File: src/hdl/snoop_pkg.sv
package snoop_pkg;

    // --------------------
    // ACE widths
    // --------------------
    localparam int ACE_ADDR_W   = 44;
    localparam int ACE_DATA_W   = 128;
    localparam int CD_BEATS     = 4;
    localparam int CACHE_LINE_W = ACE_DATA_W * CD_BEATS;
    localparam int BEAT_W       = $clog2(CD_BEATS);

    // Index of the beat that carries cdlast
    localparam logic [BEAT_W-1:0] LAST_BEAT = BEAT_W'(CD_BEATS - 1);

    // Only the low part of the snoop address is windowed
    localparam int FILTER_ADDR_W = 32;

    // --------------------
    // Reply delay
    // --------------------
    // Longest delay is 16 << 14 cycles
    localparam int DELAY_CNT_W = 20;
    localparam logic [DELAY_CNT_W-1:0] BASE_DELAY_CYCLES = 16;

    // --------------------
    // Function codes
    // --------------------
    // Any other code gets a dummy reply
    localparam logic [3:0] FUNC_OSH = 4'h1;
    localparam logic [3:0] FUNC_CON = 4'h2;
    localparam logic [3:0] FUNC_PDT = 4'h5;

    // Captured snoop from the AC channel
    typedef struct packed {
        logic [ACE_ADDR_W-1:0] addr;
        logic [3:0]            acsnoop;
    } snoop_req_t;

    // Control word
    typedef struct packed {
        logic                     enable;
        logic [3:0]               func;
        logic [4:0]               crresp;
        logic                     ac_filter_en;
        logic                     addr_filter_en;
        logic                     osh_en;
        logic                     con_en;
        logic                     pdt_en;
        logic [3:0]               delay;
        logic [3:0]               acsnoop_match;
        logic [FILTER_ADDR_W-1:0] base_addr;
        logic [FILTER_ADDR_W-1:0] addr_size;
    } ctrl_t;

    typedef logic [4:0] cr_payload_t;

    // One CD beat
    typedef struct packed {
        logic [ACE_DATA_W-1:0] data;
        logic                  last;
    } cd_payload_t;

endpackage
File: src/hdl/passive_snoop_responder.sv
`timescale 1ns/1ps

module passive_snoop_responder
(
    input  logic                               ace_aclk,
    input  logic                               ace_aresetn,
    input  logic                               i_trigger,
    input  snoop_pkg::snoop_req_t              i_snoop,
    input  snoop_pkg::ctrl_t                   i_ctrl,
    input  logic [snoop_pkg::CACHE_LINE_W-1:0] i_cache_line,
    // CR channel
    output logic                               o_crvalid,
    output snoop_pkg::cr_payload_t             o_crresp,
    input  logic                               i_crready,
    // CD channel
    output logic                               o_cdvalid,
    output logic [snoop_pkg::ACE_DATA_W-1:0]   o_cddata,
    output logic                               o_cdlast,
    input  logic                               i_cdready,
    // Status
    output logic                               o_busy,
    output logic                               o_done,
    output logic                               o_oneshot_done
);

    logic                   capture;
    logic                   match;
    logic                   timer_start;
    logic                   expired;
    logic                   cr_load;
    logic                   cr_fire;
    logic                   cd_load;
    logic                   cd_fire;
    snoop_pkg::cr_payload_t cr_payload;
    snoop_pkg::cd_payload_t cd_payload;
    snoop_pkg::cd_payload_t cd_out;

    assign o_cddata = cd_out.data;
    assign o_cdlast = cd_out.last;

    // --------------------
    // Control path
    // --------------------
    snoop_filter i_snoop_filter
    (
        .ace_aclk    (ace_aclk),
        .ace_aresetn (ace_aresetn),
        .i_capture   (capture),
        .i_snoop     (i_snoop),
        .i_ctrl      (i_ctrl),
        .o_match     (match)
    );

    reply_delay_timer i_reply_delay_timer
    (
        .ace_aclk    (ace_aclk),
        .ace_aresetn (ace_aresetn),
        .i_start     (timer_start),
        .i_delay     (i_ctrl.delay),
        .o_expired   (expired)
    );

    reply_fsm i_reply_fsm
    (
        .ace_aclk       (ace_aclk),
        .ace_aresetn    (ace_aresetn),
        .i_trigger      (i_trigger),
        .i_ctrl         (i_ctrl),
        .i_match        (match),
        .i_expired      (expired),
        .o_timer_start  (timer_start),
        .i_cache_line   (i_cache_line),
        .o_capture      (capture),
        .o_cr_load      (cr_load),
        .o_cr_payload   (cr_payload),
        .i_cr_fire      (cr_fire),
        .o_cd_load      (cd_load),
        .o_cd_payload   (cd_payload),
        .i_cd_fire      (cd_fire),
        .o_busy         (o_busy),
        .o_done         (o_done),
        .o_oneshot_done (o_oneshot_done)
    );

    // --------------------
    // Output channels
    // --------------------
    channel_hold #(.PAYLOAD_T(snoop_pkg::cr_payload_t)) i_cr_hold
    (
        .ace_aclk    (ace_aclk),
        .ace_aresetn (ace_aresetn),
        .i_load      (cr_load),
        .i_payload   (cr_payload),
        .i_ready     (i_crready),
        .o_valid     (o_crvalid),
        .o_payload   (o_crresp),
        .o_fire      (cr_fire)
    );

    channel_hold #(.PAYLOAD_T(snoop_pkg::cd_payload_t)) i_cd_hold
    (
        .ace_aclk    (ace_aclk),
        .ace_aresetn (ace_aresetn),
        .i_load      (cd_load),
        .i_payload   (cd_payload),
        .i_ready     (i_cdready),
        .o_valid     (o_cdvalid),
        .o_payload   (cd_out),
        .o_fire      (cd_fire)
    );

endmodule

File: src/hdl/reply_fsm.sv
`timescale 1ns/1ps

module reply_fsm
(
    input  logic                                  ace_aclk,
    input  logic                                  ace_aresetn,
    input  logic                                  i_trigger,
    input  snoop_pkg::ctrl_t                      i_ctrl,
    input  logic                                  i_match,
    input  logic                                  i_expired,
    output logic                                  o_timer_start,
    input  logic [snoop_pkg::CACHE_LINE_W-1:0]    i_cache_line,
    output logic                                  o_capture,
    output logic                                  o_cr_load,
    output snoop_pkg::cr_payload_t                o_cr_payload,
    input  logic                                  i_cr_fire,
    output logic                                  o_cd_load,
    output snoop_pkg::cd_payload_t                o_cd_payload,
    input  logic                                  i_cd_fire,
    output logic                                  o_busy,
    output logic                                  o_done,
    output logic                                  o_oneshot_done
);

    typedef enum logic [2:0] {
        S_IDLE,
        S_FILTER,
        S_FUNCTION,
        S_DELAY,
        S_RESPONSE,
        S_DATA,
        S_FINISH
    } state_t;

    state_t                        state;
    state_t                        state_nxt;
    logic                          cr_load_nxt;
    logic                          cd_load_nxt;
    logic [snoop_pkg::BEAT_W-1:0]  beat;
    logic [snoop_pkg::BEAT_W-1:0]  beat_nxt;
    logic                          oneshot_flag;
    logic                          reply_data;
    logic                          reply_osh;
    logic                          func_ok;
    logic                          func_delay;
    logic                          func_data;
    logic                          func_osh;

    // Finish is the done cycle, a new trigger is taken there too
    assign o_busy         = (state != S_IDLE) && (state != S_FINISH);
    assign o_done         = (state == S_FINISH);
    assign o_capture      = i_trigger && !o_busy;
    assign o_oneshot_done = oneshot_flag;
    assign o_timer_start  = (state == S_FUNCTION) && func_ok && func_delay;

    // --------------------
    // Function decode
    // --------------------
    always_comb
    begin
        func_ok    = 1'b0;
        func_delay = 1'b0;
        func_data  = 1'b0;
        func_osh   = 1'b0;
        case (i_ctrl.func)
            snoop_pkg::FUNC_OSH:
            begin
                func_ok    = i_ctrl.osh_en && !oneshot_flag;
                func_delay = 1'b1;
                func_osh   = 1'b1;
            end
            snoop_pkg::FUNC_CON:
            begin
                func_ok    = i_ctrl.con_en;
                func_delay = 1'b1;
            end
            // Tampered data goes out without delay
            snoop_pkg::FUNC_PDT:
            begin
                func_ok   = i_ctrl.pdt_en;
                func_data = 1'b1;
            end
            default:
            begin
                func_ok = 1'b0;
            end
        endcase
    end

    // --------------------
    // Next state
    // --------------------
    always_comb
    begin
        state_nxt   = state;
        cr_load_nxt = 1'b0;
        cd_load_nxt = 1'b0;
        beat_nxt    = beat;
        case (state)
            S_IDLE, S_FINISH:
                state_nxt = i_trigger ? S_FILTER : S_IDLE;
            S_FILTER:
            begin
                // Miss goes straight to a dummy reply
                state_nxt   = i_match ? S_FUNCTION : S_RESPONSE;
                cr_load_nxt = !i_match;
            end
            S_FUNCTION:
            begin
                state_nxt   = (func_ok && func_delay) ? S_DELAY : S_RESPONSE;
                cr_load_nxt = !(func_ok && func_delay);
            end
            S_DELAY:
            begin
                state_nxt   = i_expired ? S_RESPONSE : S_DELAY;
                cr_load_nxt = i_expired;
            end
            S_RESPONSE:
            begin
                if (i_cr_fire)
                begin
                    state_nxt   = reply_data ? S_DATA : S_FINISH;
                    cd_load_nxt = reply_data;
                    beat_nxt    = '0;
                end
            end
            S_DATA:
            begin
                if (i_cd_fire)
                begin
                    if (beat == snoop_pkg::LAST_BEAT)
                    begin
                        state_nxt = S_FINISH;
                    end
                    else
                    begin
                        beat_nxt    = beat + 1'b1;
                        cd_load_nxt = 1'b1;
                    end
                end
            end
            default:
                state_nxt = S_IDLE;
        endcase
    end

    always_ff @(posedge ace_aclk)
    begin
        if (!ace_aresetn)
        begin
            state        <= S_IDLE;
            beat         <= '0;
            o_cr_load    <= 1'b0;
            o_cd_load    <= 1'b0;
            oneshot_flag <= 1'b0;
            reply_data   <= 1'b0;
            reply_osh    <= 1'b0;
        end
        else
        begin
            state     <= state_nxt;
            beat      <= beat_nxt;
            o_cr_load <= cr_load_nxt;
            o_cd_load <= cd_load_nxt;
            if (state == S_FILTER)
            begin
                reply_data <= 1'b0;
                reply_osh  <= 1'b0;
            end
            else if (state == S_FUNCTION)
            begin
                reply_data <= func_ok && func_data;
                reply_osh  <= func_ok && func_osh;
            end
            // One-shot rearms only once the block is switched off
            if ((state == S_IDLE) && !i_ctrl.enable)
                oneshot_flag <= 1'b0;
            else if ((state == S_RESPONSE) && i_cr_fire && reply_osh)
                oneshot_flag <= 1'b1;
        end
    end

    // Payloads are settled by the time their load pulse is seen
    always_ff @(posedge ace_aclk)
    begin
        if (state == S_FILTER)
            o_cr_payload <= '0;
        else if (state == S_FUNCTION)
            o_cr_payload <= func_ok ? i_ctrl.crresp : '0;
        if (cd_load_nxt)
        begin
            o_cd_payload.data <= i_cache_line[beat_nxt*snoop_pkg::ACE_DATA_W +: snoop_pkg::ACE_DATA_W];
            o_cd_payload.last <= (beat_nxt == snoop_pkg::LAST_BEAT);
        end
    end

endmodule

File: src/hdl/channel_hold.sv
`timescale 1ns/1ps

module channel_hold
#(
    parameter type PAYLOAD_T = logic
)
(
    input  logic     ace_aclk,
    input  logic     ace_aresetn,
    input  logic     i_load,
    input  PAYLOAD_T i_payload,
    input  logic     i_ready,
    output logic     o_valid,
    output PAYLOAD_T o_payload,
    output logic     o_fire
);

    // Transfer happens when both sides agree
    assign o_fire = o_valid && i_ready;

    // --------------------
    // Valid flag
    // --------------------
    always_ff @(posedge ace_aclk)
    begin
        if (!ace_aresetn)
        begin
            o_valid <= 1'b0;
        end
        else if (i_load)
        begin
            o_valid <= 1'b1;
        end
        else if (o_fire)
        begin
            o_valid <= 1'b0;
        end
    end

    // Payload frozen from load until the transfer
    always_ff @(posedge ace_aclk)
    begin
        if (i_load)
            o_payload <= i_payload;
    end

endmodule

File: src/hdl/reply_delay_timer.sv
`timescale 1ns/1ps

module reply_delay_timer
(
    input  logic       ace_aclk,
    input  logic       ace_aresetn,
    input  logic       i_start,
    input  logic [3:0] i_delay,
    output logic       o_expired
);

    logic [snoop_pkg::DELAY_CNT_W-1:0] delay_cycles;
    logic [snoop_pkg::DELAY_CNT_W-1:0] count;
    logic                              active;

    // Delay field 0 means no wait, n means 16 << (n - 1) cycles
    always_comb
    begin
        if (i_delay == 4'd0)
            delay_cycles = '0;
        else
            delay_cycles = snoop_pkg::BASE_DELAY_CYCLES << (i_delay - 4'd1);
    end

    assign o_expired = active && (count == '0);

    always_ff @(posedge ace_aclk)
    begin
        if (!ace_aresetn)
        begin
            active <= 1'b0;
            count  <= '0;
        end
        else if (i_start)
        begin
            active <= 1'b1;
            count  <= delay_cycles;
        end
        else if (active)
        begin
            // Expiry is a single cycle
            if (count == '0)
                active <= 1'b0;
            else
                count <= count - 1'b1;
        end
    end

endmodule

File: src/hdl/snoop_filter.sv
`timescale 1ns/1ps

module snoop_filter
(
    input  logic                  ace_aclk,
    input  logic                  ace_aresetn,
    input  logic                  i_capture,
    input  snoop_pkg::snoop_req_t i_snoop,
    input  snoop_pkg::ctrl_t      i_ctrl,
    output logic                  o_match
);

    logic [snoop_pkg::FILTER_ADDR_W-1:0] addr_low;
    logic [snoop_pkg::FILTER_ADDR_W:0]   addr_end;
    logic                                type_hit;
    logic                                addr_hit;
    logic                                pass;

    // --------------------
    // Filter terms
    // --------------------
    assign addr_low = i_snoop.addr[snoop_pkg::FILTER_ADDR_W-1:0];

    // Extra bit so a window at the top of the space does not wrap
    assign addr_end = {1'b0, i_ctrl.base_addr} + {1'b0, i_ctrl.addr_size};

    assign type_hit = (i_snoop.acsnoop == i_ctrl.acsnoop_match);
    assign addr_hit = (addr_low >= i_ctrl.base_addr) && ({1'b0, addr_low} < addr_end);

    // Disabled filter always passes
    assign pass = (!i_ctrl.ac_filter_en || type_hit) && (!i_ctrl.addr_filter_en || addr_hit);

    // Match is held until the next capture
    always_ff @(posedge ace_aclk)
    begin
        if (!ace_aresetn)
        begin
            o_match <= 1'b0;
        end
        else if (i_capture)
        begin
            o_match <= pass;
        end
    end

endmodule

File: config.mk
export PLATFORM = sky130hd
export DESIGN_NAME = passive_snoop_responder
export DESIGN_NICKNAME = d
export VERILOG_FILES = /design/src/hdl/snoop_pkg.sv /design/src/hdl/passive_snoop_responder.sv /design/src/hdl/reply_fsm.sv /design/src/hdl/channel_hold.sv /design/src/hdl/reply_delay_timer.sv /design/src/hdl/snoop_filter.sv
export SDC_FILE = /design/constraint.sdc
export NUM_CORES = 1
export LEC_CHECK = 0
export BUFFER_PORTS_ARGS = -buffer_cell sky130_fd_sc_hd__buf_2
export CORE_AREA = 5 5 308 310
export DETAILED_ROUTE_END_ITERATION = 8
export DIE_AREA = 0 0 313 315
export SYNTH_ARGS = -nofsm -noshare
export SYNTH_HDL_FRONTEND = slang
export SYNTH_SLANG_ARGS = --single-unit
export TNS_END_PERCENT = 30
File: constraint.sdc
create_clock -name ace_aclk -period 13.21 [get_ports ace_aclk]
set_input_delay 1.321 -clock ace_aclk [delete_from_list [all_inputs] [get_ports ace_aclk]]
set_output_delay 1.321 -clock ace_aclk [all_outputs]
set_load 0.05 [all_outputs]
==> impl_metrics.json, run 1 <==
{
  "outcome": "finished clean",
  "finalHoldViolations": 0,
  "grt.total_usage_pct": 16.46,
  "cp-end-kind": "register",
  "ir_drop_mv": 0.07081,
  "pre_cts_slack_ps": 7136,
  "path_common_cell": "a21oi_1",
  "ys_seq_area_share_pct": 51.42,
  "area_growth_pct": 39.41,
  "numCtsBuffers": 40,
  "clkPwrFrac_pct": 44.7,
  "finalClockSkew_ps": 34.82,
  "p_sw_mw": 0.6824,
  "avgSynthCellArea_um2": 10.11,
  "initial_core_util_pct": 18.47,
  "leakage_nw": 9.759,
  "synth_seq_cells": 302,
  "setup_viol": 0,
  "drv_cap": 0,
  "synthDistinctLibCells": 66,
  "drive_above_1_share_pct": 35.86,
  "netlist_instances": 1669,
  "min_period_over_period_pct": 42.08,
  "drtIter0Drc": 1047,
  "synth_edf_count": 263,
  "max_freq_ghz": 0.1799,
  "p_comb_share_pct": 14.2,
  "holdBufCountCts": 0,
  "worst_slew_pin_slew_ps": 1056,
  "async_flop_share_pct": 0,
  "synth_warnings": 0,
  "switching_share_pct": 26.19,
  "vias": 16290,
  "cts_tree": "yes",
  "routed_wl_um": 86290,
  "die_w_um": 313,
  "syn_nets": 2418,
  "cp_slowest_cell": "a211oi_1",
  "fin_ws_ps": 7651,
  "arrival_ps": 5960,
  "worstSetupStartpointType": "input port",
  "synth_area_um2": 16880,
  "clock_latency_ps": 580,
  "hpwl_um": 70790,
  "relSlewSlack_pct": 29.30,
  "die-area_um2": 98600,
  "clkTransAtPathRegs_ps": 60,
  "grt-ovfl-total": 0,
  "grt_pass1_wl_um": 116600,
  "htreeDepth": 2,
  "crit_path_max_fanout": 4,
  "rsz0062_at_grt": "false",
  "grt_start_max_net_pins": 170,
  "whs_ps": 414.0,
  "crit_required_ps": 13610,
  "intPower_mw": 1.923,
  "wire_per_inst_um": 23.60,
  "cts_root_buffer": "clkbuf_16",
  "power_mw": 2.606,
  "grt_pass1_vias": 15930,
  "clkSinkCount": 302,
  "grtUsageMet2_pct": 30.03,
  "max_stage_delay_ps": 600,
  "core_um2": 91390,
  "worst-setup-path-type": "in -> reg",
  "io_pins": 791,
  "drv_slew": 0,
  "nNetsFinal": 3150,
  "via_per_inst": 4.457,
  "top_usage_layer": "met2",
  "crit_chain": "buf_2, ha_1, fa_1, a21oi_1, o211ai_1, a32oi_1, nand2_1, a211oi_1, o21ai_0, a21o_1, a21oi_1, xor2_1, ha_1, nand2_1, nand2_1, a21oi_1, a31o_2, a2111oi_0, o21a_1, a2111o_1, a21oi_1",
  "place.port_buffers": 778,
  "cts_resized": 0,
  "hp-class": "reg -> reg",
  "met1_usage_pct": 16.89,
  "die_y_um": 315,
  "detail-route-antenna-nets": 0,
  "power_density_nw_per_um2": 110.8,
  "rows": 111,
  "drc": 0,
  "antenna_found_initial": 104,
  "place.gp.congestion": 0.9218,
  "fin_tns_setup_ps": 0,
  "postCtsSetupBuffers": 0,
  "period_needed_ps": 5559,
  "power_frac_seq_pct": 41.1,
  "grt_use_met3_pct": 7.356,
  "clock_path_buffers": 3,
  "drtPass1Iterations": 5,
  "synth_ff_type": "edfxtp_1"
}
==> cell type report <==
type / instances / area (µm²)
fillers: 9981 / 67860
flip-flops and latches: 302 / 8682
multi-input cells: 1215 / 7662
repair buffers: 790 / 4009
well taps: 1186 / 1484
clock buffers: 48 / 1072
clock inverters: 25 / 326.6
inverters: 52 / 195.2
diodes: 38 / 95.09
==> Yosys cell counts, drive strengths merged (5+ instances only) <==
master | count | area, µm²
a2111oi | 5 | 50.04
a211oi | 137 | 1028
a21o | 26 | 195.2
a21oi | 73 | 369.1
a31oi | 138 | 863.3
and2 | 132 | 825.8
and4 | 6 | 52.55
clkbuf | 96 | 360.4
dfxtp | 39 | 780.8
edfxtp | 263 | 7898
ha | 96 | 1201
inv | 52 | 195.2
nand2 | 296 | 1111
nand2b | 13 | 81.33
nand3 | 17 | 90.09
nand4 | 20 | 125.1
nor2 | 59 | 224.0
nor2b | 15 | 93.84
nor3 | 16 | 91.34
nor4 | 5 | 31.28
o21a | 6 | 45.04
o21ai | 48 | 240.2
or3 | 6 | 42.54
or4 | 5 | 38.79
xnor2 | 24 | 210.2
xor2 | 18 | 157.7
==> routing by layer <==
layer | wire length, µm | share of wire [%]
met2 | 43530 | 50
met4 | 3037 | 3.5
met5 | 384 | 0.45
met1 | 29910 | 35
met3 | 9429 | 11
==> power by group through the flow <==
stage / combinational, mW / clock, mW / sequential [mW]
6_report: 0.371 / 1.16 / 1.07
5_1_grt: 0.416 / 1.24 / 1.07
4_1_cts: 0.373 / 1.21 / 1.07
3_5_place_dp: 0.371 / 0 / 1.09
3_3_place_gp: 0.367 / 0 / 1.09
2_1_floorplan: 0.212 / 0 / 1.08
==> kinds of logic (layout without fill, tap and decap cells) <==
| logic type | count (synthesis) | after routing | synth area share (%) |
|---|---|---|---|
| DFF | 302 | 302 | 51.42 |
| AOI/OAI and AO/OA | 470 | 470 | 18.38 |
| other | 0 | 38 | 0 |
| adders and majority gates | 97 | 97 | 7.236 |
| and+or+nand+nor | 605 | 605 | 17.32 |
| buffers and inverters | 152 | 915 | 3.403 |
| xor gates and xnor gates | 42 | 42 | 2.180 |
| muxes | 1 | 1 | 0.05931 |
==> sequential cells by signal, indices dropped and copies added, names as in the netlist, 2 cells and up <==
| register | count |
|---|---|
| i_cd_hold.o_payload | 129 |
| i_cr_hold.o_payload | 5 |
| i_reply_delay_timer.count | 20 |
| i_reply_fsm.beat | 2 |
| i_reply_fsm.o_cd_payload | 129 |
| i_reply_fsm.o_cr_payload | 5 |
| i_reply_fsm.state | 3 |
==> critical path, delay by kind of cell <==
kind                       cells  cell delay, ps
adders and majority gates      3             940
AOI/OAI and AO/OA             13            3140
xor gates and xnor gates       1              90
and+or+nand+nor                3             360
buffers and inverters          1             100
==> cells in the final DEF, fill, tap and decap left out, types with 6 or more instances in the layout <==
cell type	synthesis	layout
clkbuf_16	0	41
a21oi_1	72	72
nor2_1	58	58
nor2b_1	15	15
buf_4	1	10
buf_2	0	778
xnor2_1	24	24
dfxtp_1	39	38
xor2_1	18	18
ha_1	96	96
nand2_1	296	296
a21o_1	26	26
and2_1	130	130
and4_1	6	6
nand2b_1	13	13
o21ai_0	45	44
nand3_1	16	16
edfxtp_1	263	263
a31oi_1	138	138
nand4_1	20	20
bufinv_16	0	6
nor3_1	15	15
diode_2	0	38
a211oi_1	137	137
inv_1	52	52
==> worst paths after layout <==
path,startpoint,end,slack (ps),cells after the start
setup / recovery,i_ctrl[0],i_snoop_filter.o_match$_SDFFE_PN0P_,7650,21
hold / removal,i_reply_fsm.o_cd_payload[52]$_DFFE_PP_,i_cd_hold.o_payload[52]$_DFFE_PP_,410,0
setup reg to reg,i_reply_fsm.state[1]$_SDFFE_PN0P_,i_reply_fsm.o_cd_payload[103]$_DFFE_PP_,8340,8
hold reg to reg,i_reply_fsm.o_cd_payload[52]$_DFFE_PP_,i_cd_hold.o_payload[52]$_DFFE_PP_,410,0
==> per-stage QoR <==
stage	instance area, µm²	std cells	util [%]
2_1_floorplan	16880	1669	-
3_3_place_gp	22030	3545	24.11
3_5_place_dp	22030	3545	24.11
4_1_cts	23430	3618	25.64
5_1_grt	23460	3630	25.67
6_report	23530	3656	25.74
(Power assumes the default switching activity.)
==> inputs of run 2 (changes only) <==
- ABC_AREA: default -> 1
- clock period: 13.21 -> 5.6 ns (I/O delays scaled with it)
==> run 2 against run 1 <==
Net effect:
- final cell count is 4.1% higher
- register-to-register slack got worse by 6100 ps
- wire length fell by 16%
- count of clock-buffer cells in the layout increased by 2
- worst setup slack lost 5500 ps
- clock skew down 15 ps
- synthesized cell count increased by 10%
- synthesized area is 0.10% lower
- total power up 120%
- hold slack lost 150 ps
- via count rose by 3.0%
- core utilization fell by 0.43 points
==> impl_metrics.json, run 2 <==
{
  "drtIter0Drc": 1335,
  "postCtsSetupBuffers": 0,
  "p_sw_mw": 1.600,
  "fin_tns_setup_ps": 0,
  "grt.total_usage_pct": 13.55,
  "max_freq_ghz": 0.2931,
  "drtPass1Iterations": 5,
  "switching_share_pct": 27.31,
  "p_comb_share_pct": 17.2,
  "numCtsBuffers": 37,
  "finalHoldViolations": 0,
  "die_y_um": 315,
  "finalClockSkew_ps": 20.15,
  "via_per_inst": 4.409,
  "clock_path_buffers": 3,
  "cp_slowest_cell": "fa_1",
  "routed_wl_um": 72840,
  "core_um2": 91390,
  "cts_tree": "yes",
  "antenna_found_initial": 15,
  "nNetsFinal": 3332,
  "grt_pass1_wl_um": 101300,
  "place.gp.congestion": 0.9543,
  "power_frac_seq_pct": 43.0,
  "synth_seq_cells": 302,
  "ir_drop_mv": 0.1489,
  "crit-reg2reg-launch": "i_cd_hold.o_valid$_SDFFE_PN0P_",
  "vias": 16780,
  "outcome": "finished clean",
  "power_density_nw_per_um2": 253.4,
  "holdBufCountCts": 0,
  "grt_start_max_net_pins": 146,
  "initial_core_util_pct": 18.45,
  "detail-route-antenna-nets": 0,
  "worstSetupStartpointType": "input port",
  "whs_ps": 266.1,
  "die-area_um2": 98600,
  "relSlewSlack_pct": 19.71,
  "intPower_mw": 4.260,
  "wire_per_inst_um": 19.14,
  "async_flop_share_pct": 0,
  "avgSynthCellArea_um2": 9.147,
  "io_pins": 791,
  "crit_buf_inv": 1,
  "place.port_buffers": 778,
  "synth_top_area_share_pct": 46.85,
  "crit_required_ps": 6020,
  "htreeDepth": 2,
  "hp-class": "in -> reg",
  "clkSinkCount": 302,
  "max_stage_delay_ps": 410,
  "ys_seq_area_share_pct": 51.48,
  "crit_path_start": "i_ctrl[0]",
  "cts_resized": 0,
  "drv_cap": 0,
  "layout_commonest_cell": "buf_2",
  "synth_ff_type": "edfxtp_1",
  "netlist_instances": 1843,
  "hpwl_um": 57460,
  "drc": 0,
  "reg.largest.list": "i_cd_hold.o_payload: 129 flops, i_reply_fsm.o_cd_payload: 129 flops, i_reply_delay_timer.count: 20 flops",
  "rows": 111,
  "leakage_nw": 9.936,
  "rsz0062_at_grt": "false",
  "clkTransAtPathRegs_ps": 70,
  "worst_slew_pin_slew_ps": 1204,
  "cp-end-kind": "register",
  "synthTopCellsByArea": "edfxtp_1 (47%), nor2_1 (7.9%), ha_1 (7.1%)",
  "die_w_um": 313,
  "clkPwrFrac_pct": 39.8,
  "grt-ovfl-total": 0,
  "cts_root_buffer": "clkbuf_16",
  "post-place-cells": 3730,
  "final_cell_mix": "buf_2 (778), nor2_1 (356), edfxtp_1 (263)",
  "setup_viol": 0,
  "fin_cells": 3806,
  "min_period_over_period_pct": 60.94,
  "path_common_cell": "nand2_1",
  "drive_above_1_share_pct": 33.07,
  "synth.largest_area_cell": "edfxtp_1",
  "crit_path_max_fanout": 3,
  "syn_nets": 2592,
  "clock_latency_ps": 550,
  "grt_pass1_vias": 16240,
  "arrival_ps": 3840,
  "synthDistinctLibCells": 45,
  "synth_edf_count": 263,
  "synth_warnings": 0,
  "synthTopCellsByCount": "nor2_1 (356), edfxtp_1 (263), nand2_1 (181)",
  "period_needed_ps": 3412,
  "worst-setup-path-type": "in -> reg",
  "yosys.cell_count.top_type": "nor2_1",
  "synth_area_um2": 16860,
  "drv_slew": 0,
  "cp_top_family": "simple AND/OR/NAND/NOR gates",
  "area_growth_pct": 37.20,
  "min_from": "i_ctrl[77]"
}
==> run 2: cell count changes after synthesis, moves of 49 or more <==
cell      delta
and2_1     -130
inv_1       +61
buf_2       +49
clkbuf_1    -75
nand2_1    -115
nor2_1     +298
o21ai_1    +135
a211oi_1   -133
o21ai_0    +116
a31oi_1    -132
o22ai_1    +125
==> run 2: per-layer routing <==
metal  GRT usage, %  vias up  part of all wire, %
met1          16.85     7735                   40
met4          5.289        8                  3.9
met2          21.51      801                   45
met3          4.923      142                   10
li1               -     8093                    -
met5              0        -                0.076
==> run 2: final cells by class <==
type | count | area [µm²]
fillers | 9906 | 68250
repair buffers | 792 | 4049
clock inverters | 16 | 152.6
diodes | 10 | 25.02
multi-input cells | 1327 | 7268
flip-flops and latches | 302 | 8682
inverters | 123 | 471.7
clock buffers | 50 | 998.5
well taps | 1186 | 1484
==> run 2: cell families after synthesis <==
family / share of synthesized area, %
fa+ha+maj: 7.244
flops: 51.48
compound gates: 18.67
buf+inv: 5.618
xor+xnor: 2.130
simple gates: 14.86
==> run 2: worst paths after layout <==
path,end,slack (ps),cells after the start
worst min register to register,i_cd_hold.o_payload[53]$_DFFE_PP_,410,0
worst min-delay path,i_reply_fsm.o_cr_payload[0]$_SDFFE_PP0N_,270,3
worst max register to register,i_reply_fsm.o_cd_payload[120]$_DFFE_PP_,2290,6
worst max-delay path,i_snoop_filter.o_match$_SDFFE_PN0P_,2190,27
==> run 2: power groups by stage <==
stage | registers, mW | logic, mW | clock network (mW)
finish | 2.52 | 1.01 | 2.33
global route | 2.53 | 1.14 | 2.52
CTS | 2.52 | 1.01 | 2.44
detailed placement | 2.57 | 1.00 | 0
global placement | 2.57 | 0.994 | 0
floorplan | 2.59 | 0.540 | 0
==> run 2: metrics by stage <==
step	total power, mW	setup slack, ps	utilization (%)	instance area [µm²]
2_1_floorplan	3.134	775.0	-	16860
3_3_place_gp	3.562	1612	24.02	21950
3_5_place_dp	3.572	1662	24.02	21950
4_1_cts	5.976	2293	25.28	23110
5_1_grt	6.185	1842	25.30	23120
6_report	5.861	2188	25.31	23130
==> run 2: worst register-to-register path, cell delays in order (launching register included) <==
cell,delay (ps)
dfxtp_1,350
nand2_1,190
o31ai_1,570
nand2_8,300
buf_12,280
o21ai_0,1110
o22ai_1,220
==> inputs of run 3 (changes only) <==
- clock period: 5.6 -> 3.2 ns (I/O delays scaled with it)
==> run 3 against run 2 <==
Net effect:
- critical path type unchanged
- via count grew 2.8%
- clock power grew 76%
- flip-flop and latch count is the same
- register-to-register slack lost 1800 ps
==> impl_metrics.json, run 3 (same netlist as run 2, synthesis figures left out) <==
{
  "outcome": "finished clean",
  "area_growth_pct": 41.66,
  "arrival_ps": 3390,
  "final_cell_mix": "buf_2 (778), nor2_1 (354), edfxtp_1 (263)",
  "numCtsBuffers": 37,
  "power_frac_seq_pct": 42.5,
  "hpwl_um": 63480,
  "nNetsFinal": 3411,
  "grt-ovfl-total": 0,
  "routed_wl_um": 79380,
  "crit_buf_inv": 1,
  "rrSetupSlack_ps": 480,
  "drc": 0,
  "cts_tree": "yes",
  "worst-setup-path-type": "in -> reg",
  "drv_cap": 0,
  "grt_pass1_wl_um": 109700,
  "multi_input_area_um2": 7300,
  "layout_commonest_cell": "buf_2",
  "grt_start_max_net_pins": 78,
  "die-area_um2": 98600,
  "ir_drop_mv": 0.2648,
  "worst_slew_pin_slew_ps": 750.3,
  "die_w_um": 313,
  "rows": 111,
  "min_period_over_period_pct": 92.69,
  "period_needed_ps": 2966,
  "clkTransAtPathRegs_ps": 60,
  "detail-route-antenna-nets": 0,
  "clock_path_buffers": 3,
  "cp_slowest_cell": "fa_2",
  "fin_tns_setup_ps": 0,
  "crit-reg2reg-launch": "i_reply_fsm.state[0]$_SDFFE_PN0P_",
  "place.port_buffers": 778,
  "hold_path_end": "i_reply_fsm.reply_data$_SDFFE_PP0N_",
  "rsz0062_at_grt": "false",
  "cts_root_buffer": "clkbuf_16",
  "clkPwrFrac_pct": 39.4,
  "power_density_nw_per_um2": 435.6,
  "seq_area_um2": 8690,
  "min_from": "i_ctrl[72]",
  "drtIter0Drc": 1703,
  "antenna_found_initial": 18,
  "grt_pass1_vias": 16590,
  "htreeDepth": 2,
  "wire_per_inst_um": 20.45,
  "r2r_end": "i_reply_fsm.o_cd_payload[104]$_DFFE_PP_",
  "p_sw_mw": 2.912,
  "crit_required_ps": 3620,
  "cp-end-kind": "register",
  "path_common_cell": "nand2_1",
  "place.gp.congestion": 0.9642,
  "drtPass1Iterations": 8,
  "crit_path_start": "i_ctrl[0]",
  "relSlewSlack_pct": 49.98,
  "via_per_inst": 4.444,
  "clkSinkCount": 302,
  "switching_share_pct": 28.00,
  "min_path_cells": 3,
  "intPower_mw": 7.490,
  "cp_top_family": "simple AND/OR/NAND/NOR gates",
  "max_stage_delay_ps": 350,
  "io_pins": 791,
  "clock_latency_ps": 560,
  "initial_core_util_pct": 18.45,
  "power_mw": 10.40,
  "fin_util_pct": 26.13,
  "reg.largest.list": "i_cd_hold.o_payload: 129 flops, i_reply_fsm.o_cd_payload: 129 flops, i_reply_delay_timer.count: 20 flops",
  "hp-class": "in -> reg",
  "whs_ps": 103.0,
  "worstSetupStartpointType": "input port",
  "vias": 17250,
  "grt.total_usage_pct": 14.88,
  "drv_slew": 0,
  "max_freq_ghz": 0.3371,
  "p_comb_share_pct": 18.2,
  "finalClockSkew_ps": 21.20,
  "n_fill_cell": 10010,
  "leakage_nw": 10.34,
  "drive_above_1_share_pct": 35.34,
  "setup_viol": 0,
  "rr_worst_depth": 11,
  "crit_path_max_fanout": 3,
  "finalHoldViolations": 0,
  "die_y_um": 315,
  "core_um2": 91390
}
## run 3: cell count changes in the layout (fill, tap and decap cells not counted), moves of 2 or more
cell           before  now
diode_2            10    8
buf_12              4   11
buf_4              10   76
nor2_1            356  354
clkbuf_1           10    5
nand2_2             1    4
dfxtp_2             0    3
nand2_1           181  178
dlygate4sd3_1       0    6
dfxtp_1            38   34
clkinvlp_4          0    2
clkinv_1            7    9
## run 3: worst max path at each step
stage	endpoint	slack, ps	cells past startpoint
floorplan	i_reply_fsm.o_cd_payload[0]$_DFFE_PP_	-50	6
global placement	i_snoop_filter.o_match$_SDFFE_PN0P_	-320	27
detailed placement	i_snoop_filter.o_match$_SDFFE_PN0P_	-350	24
CTS	i_snoop_filter.o_match$_SDFFE_PN0P_	270	24
global route	i_snoop_filter.o_match$_SDFFE_PN0P_	8	23
finish	i_snoop_filter.o_match$_SDFFE_PN0P_	230	27
## run 3: final cells by class
class / instances / share of cell area (%)
sequential: 302 / 36.39
multi-input combinational: 1327 / 30.57
timing repair buffer: 871 / 19.87
tap: 1186 / 6.214
clock buffer: 45 / 4.128
inverter: 123 / 1.975
clock inverter: 20 / 0.7806
antenna: 8 / 0.08383
## run 3: worst register-to-register path, delay by kind of cell, from the launching register on
kind            cells  cell delay (ps)
simple gates        6              820
buf+inv             3              700
compound gates      2              610
flops               1              340
## run 3: metrics by stage
step / setup slack, ps / cells / cell area [µm²]
after floorplan: -54.44 / 1843 / 16890
after global placement: -322.4 / 3802 / 22600
after detailed placement: -354.6 / 3802 / 22600
after CTS: 266.4 / 3873 / 23840
after global routing: 7.742 / 3879 / 23870
final: 233.9 / 3882 / 23880
## run 3: metal layers
layer | routed length [µm] | up-vias | part of all wire (%) | global-route usage, %
met5 | 37 | - | 0.047 | 0
met4 | 2275 | 6 | 2.9 | 4.651
met3 | 7534 | 126 | 9.5 | 4.200
met2 | 36300 | 850 | 46 | 23.63
met1 | 33230 | 8031 | 42 | 19.70
li1 | - | 8239 | - | -
## run 3: power by group through the flow
stage               Sequential (mW)  Clock (mW)  Combinational [mW]
floorplan                      4.54           0               0.953
global placement               4.50           0                1.86
detailed placement             4.50           0                1.86
CTS                            4.42        4.30                1.88
global route                   4.43        4.43                2.12
finish                         4.42        4.09                1.89
## run 3: what timing repair did
item,in CTS,in global routing
setup endpoints to repair,0,1
buffers inserted,0,1
hold endpoints to repair,6,0
resized for setup,0,5
hold buffers,6,0
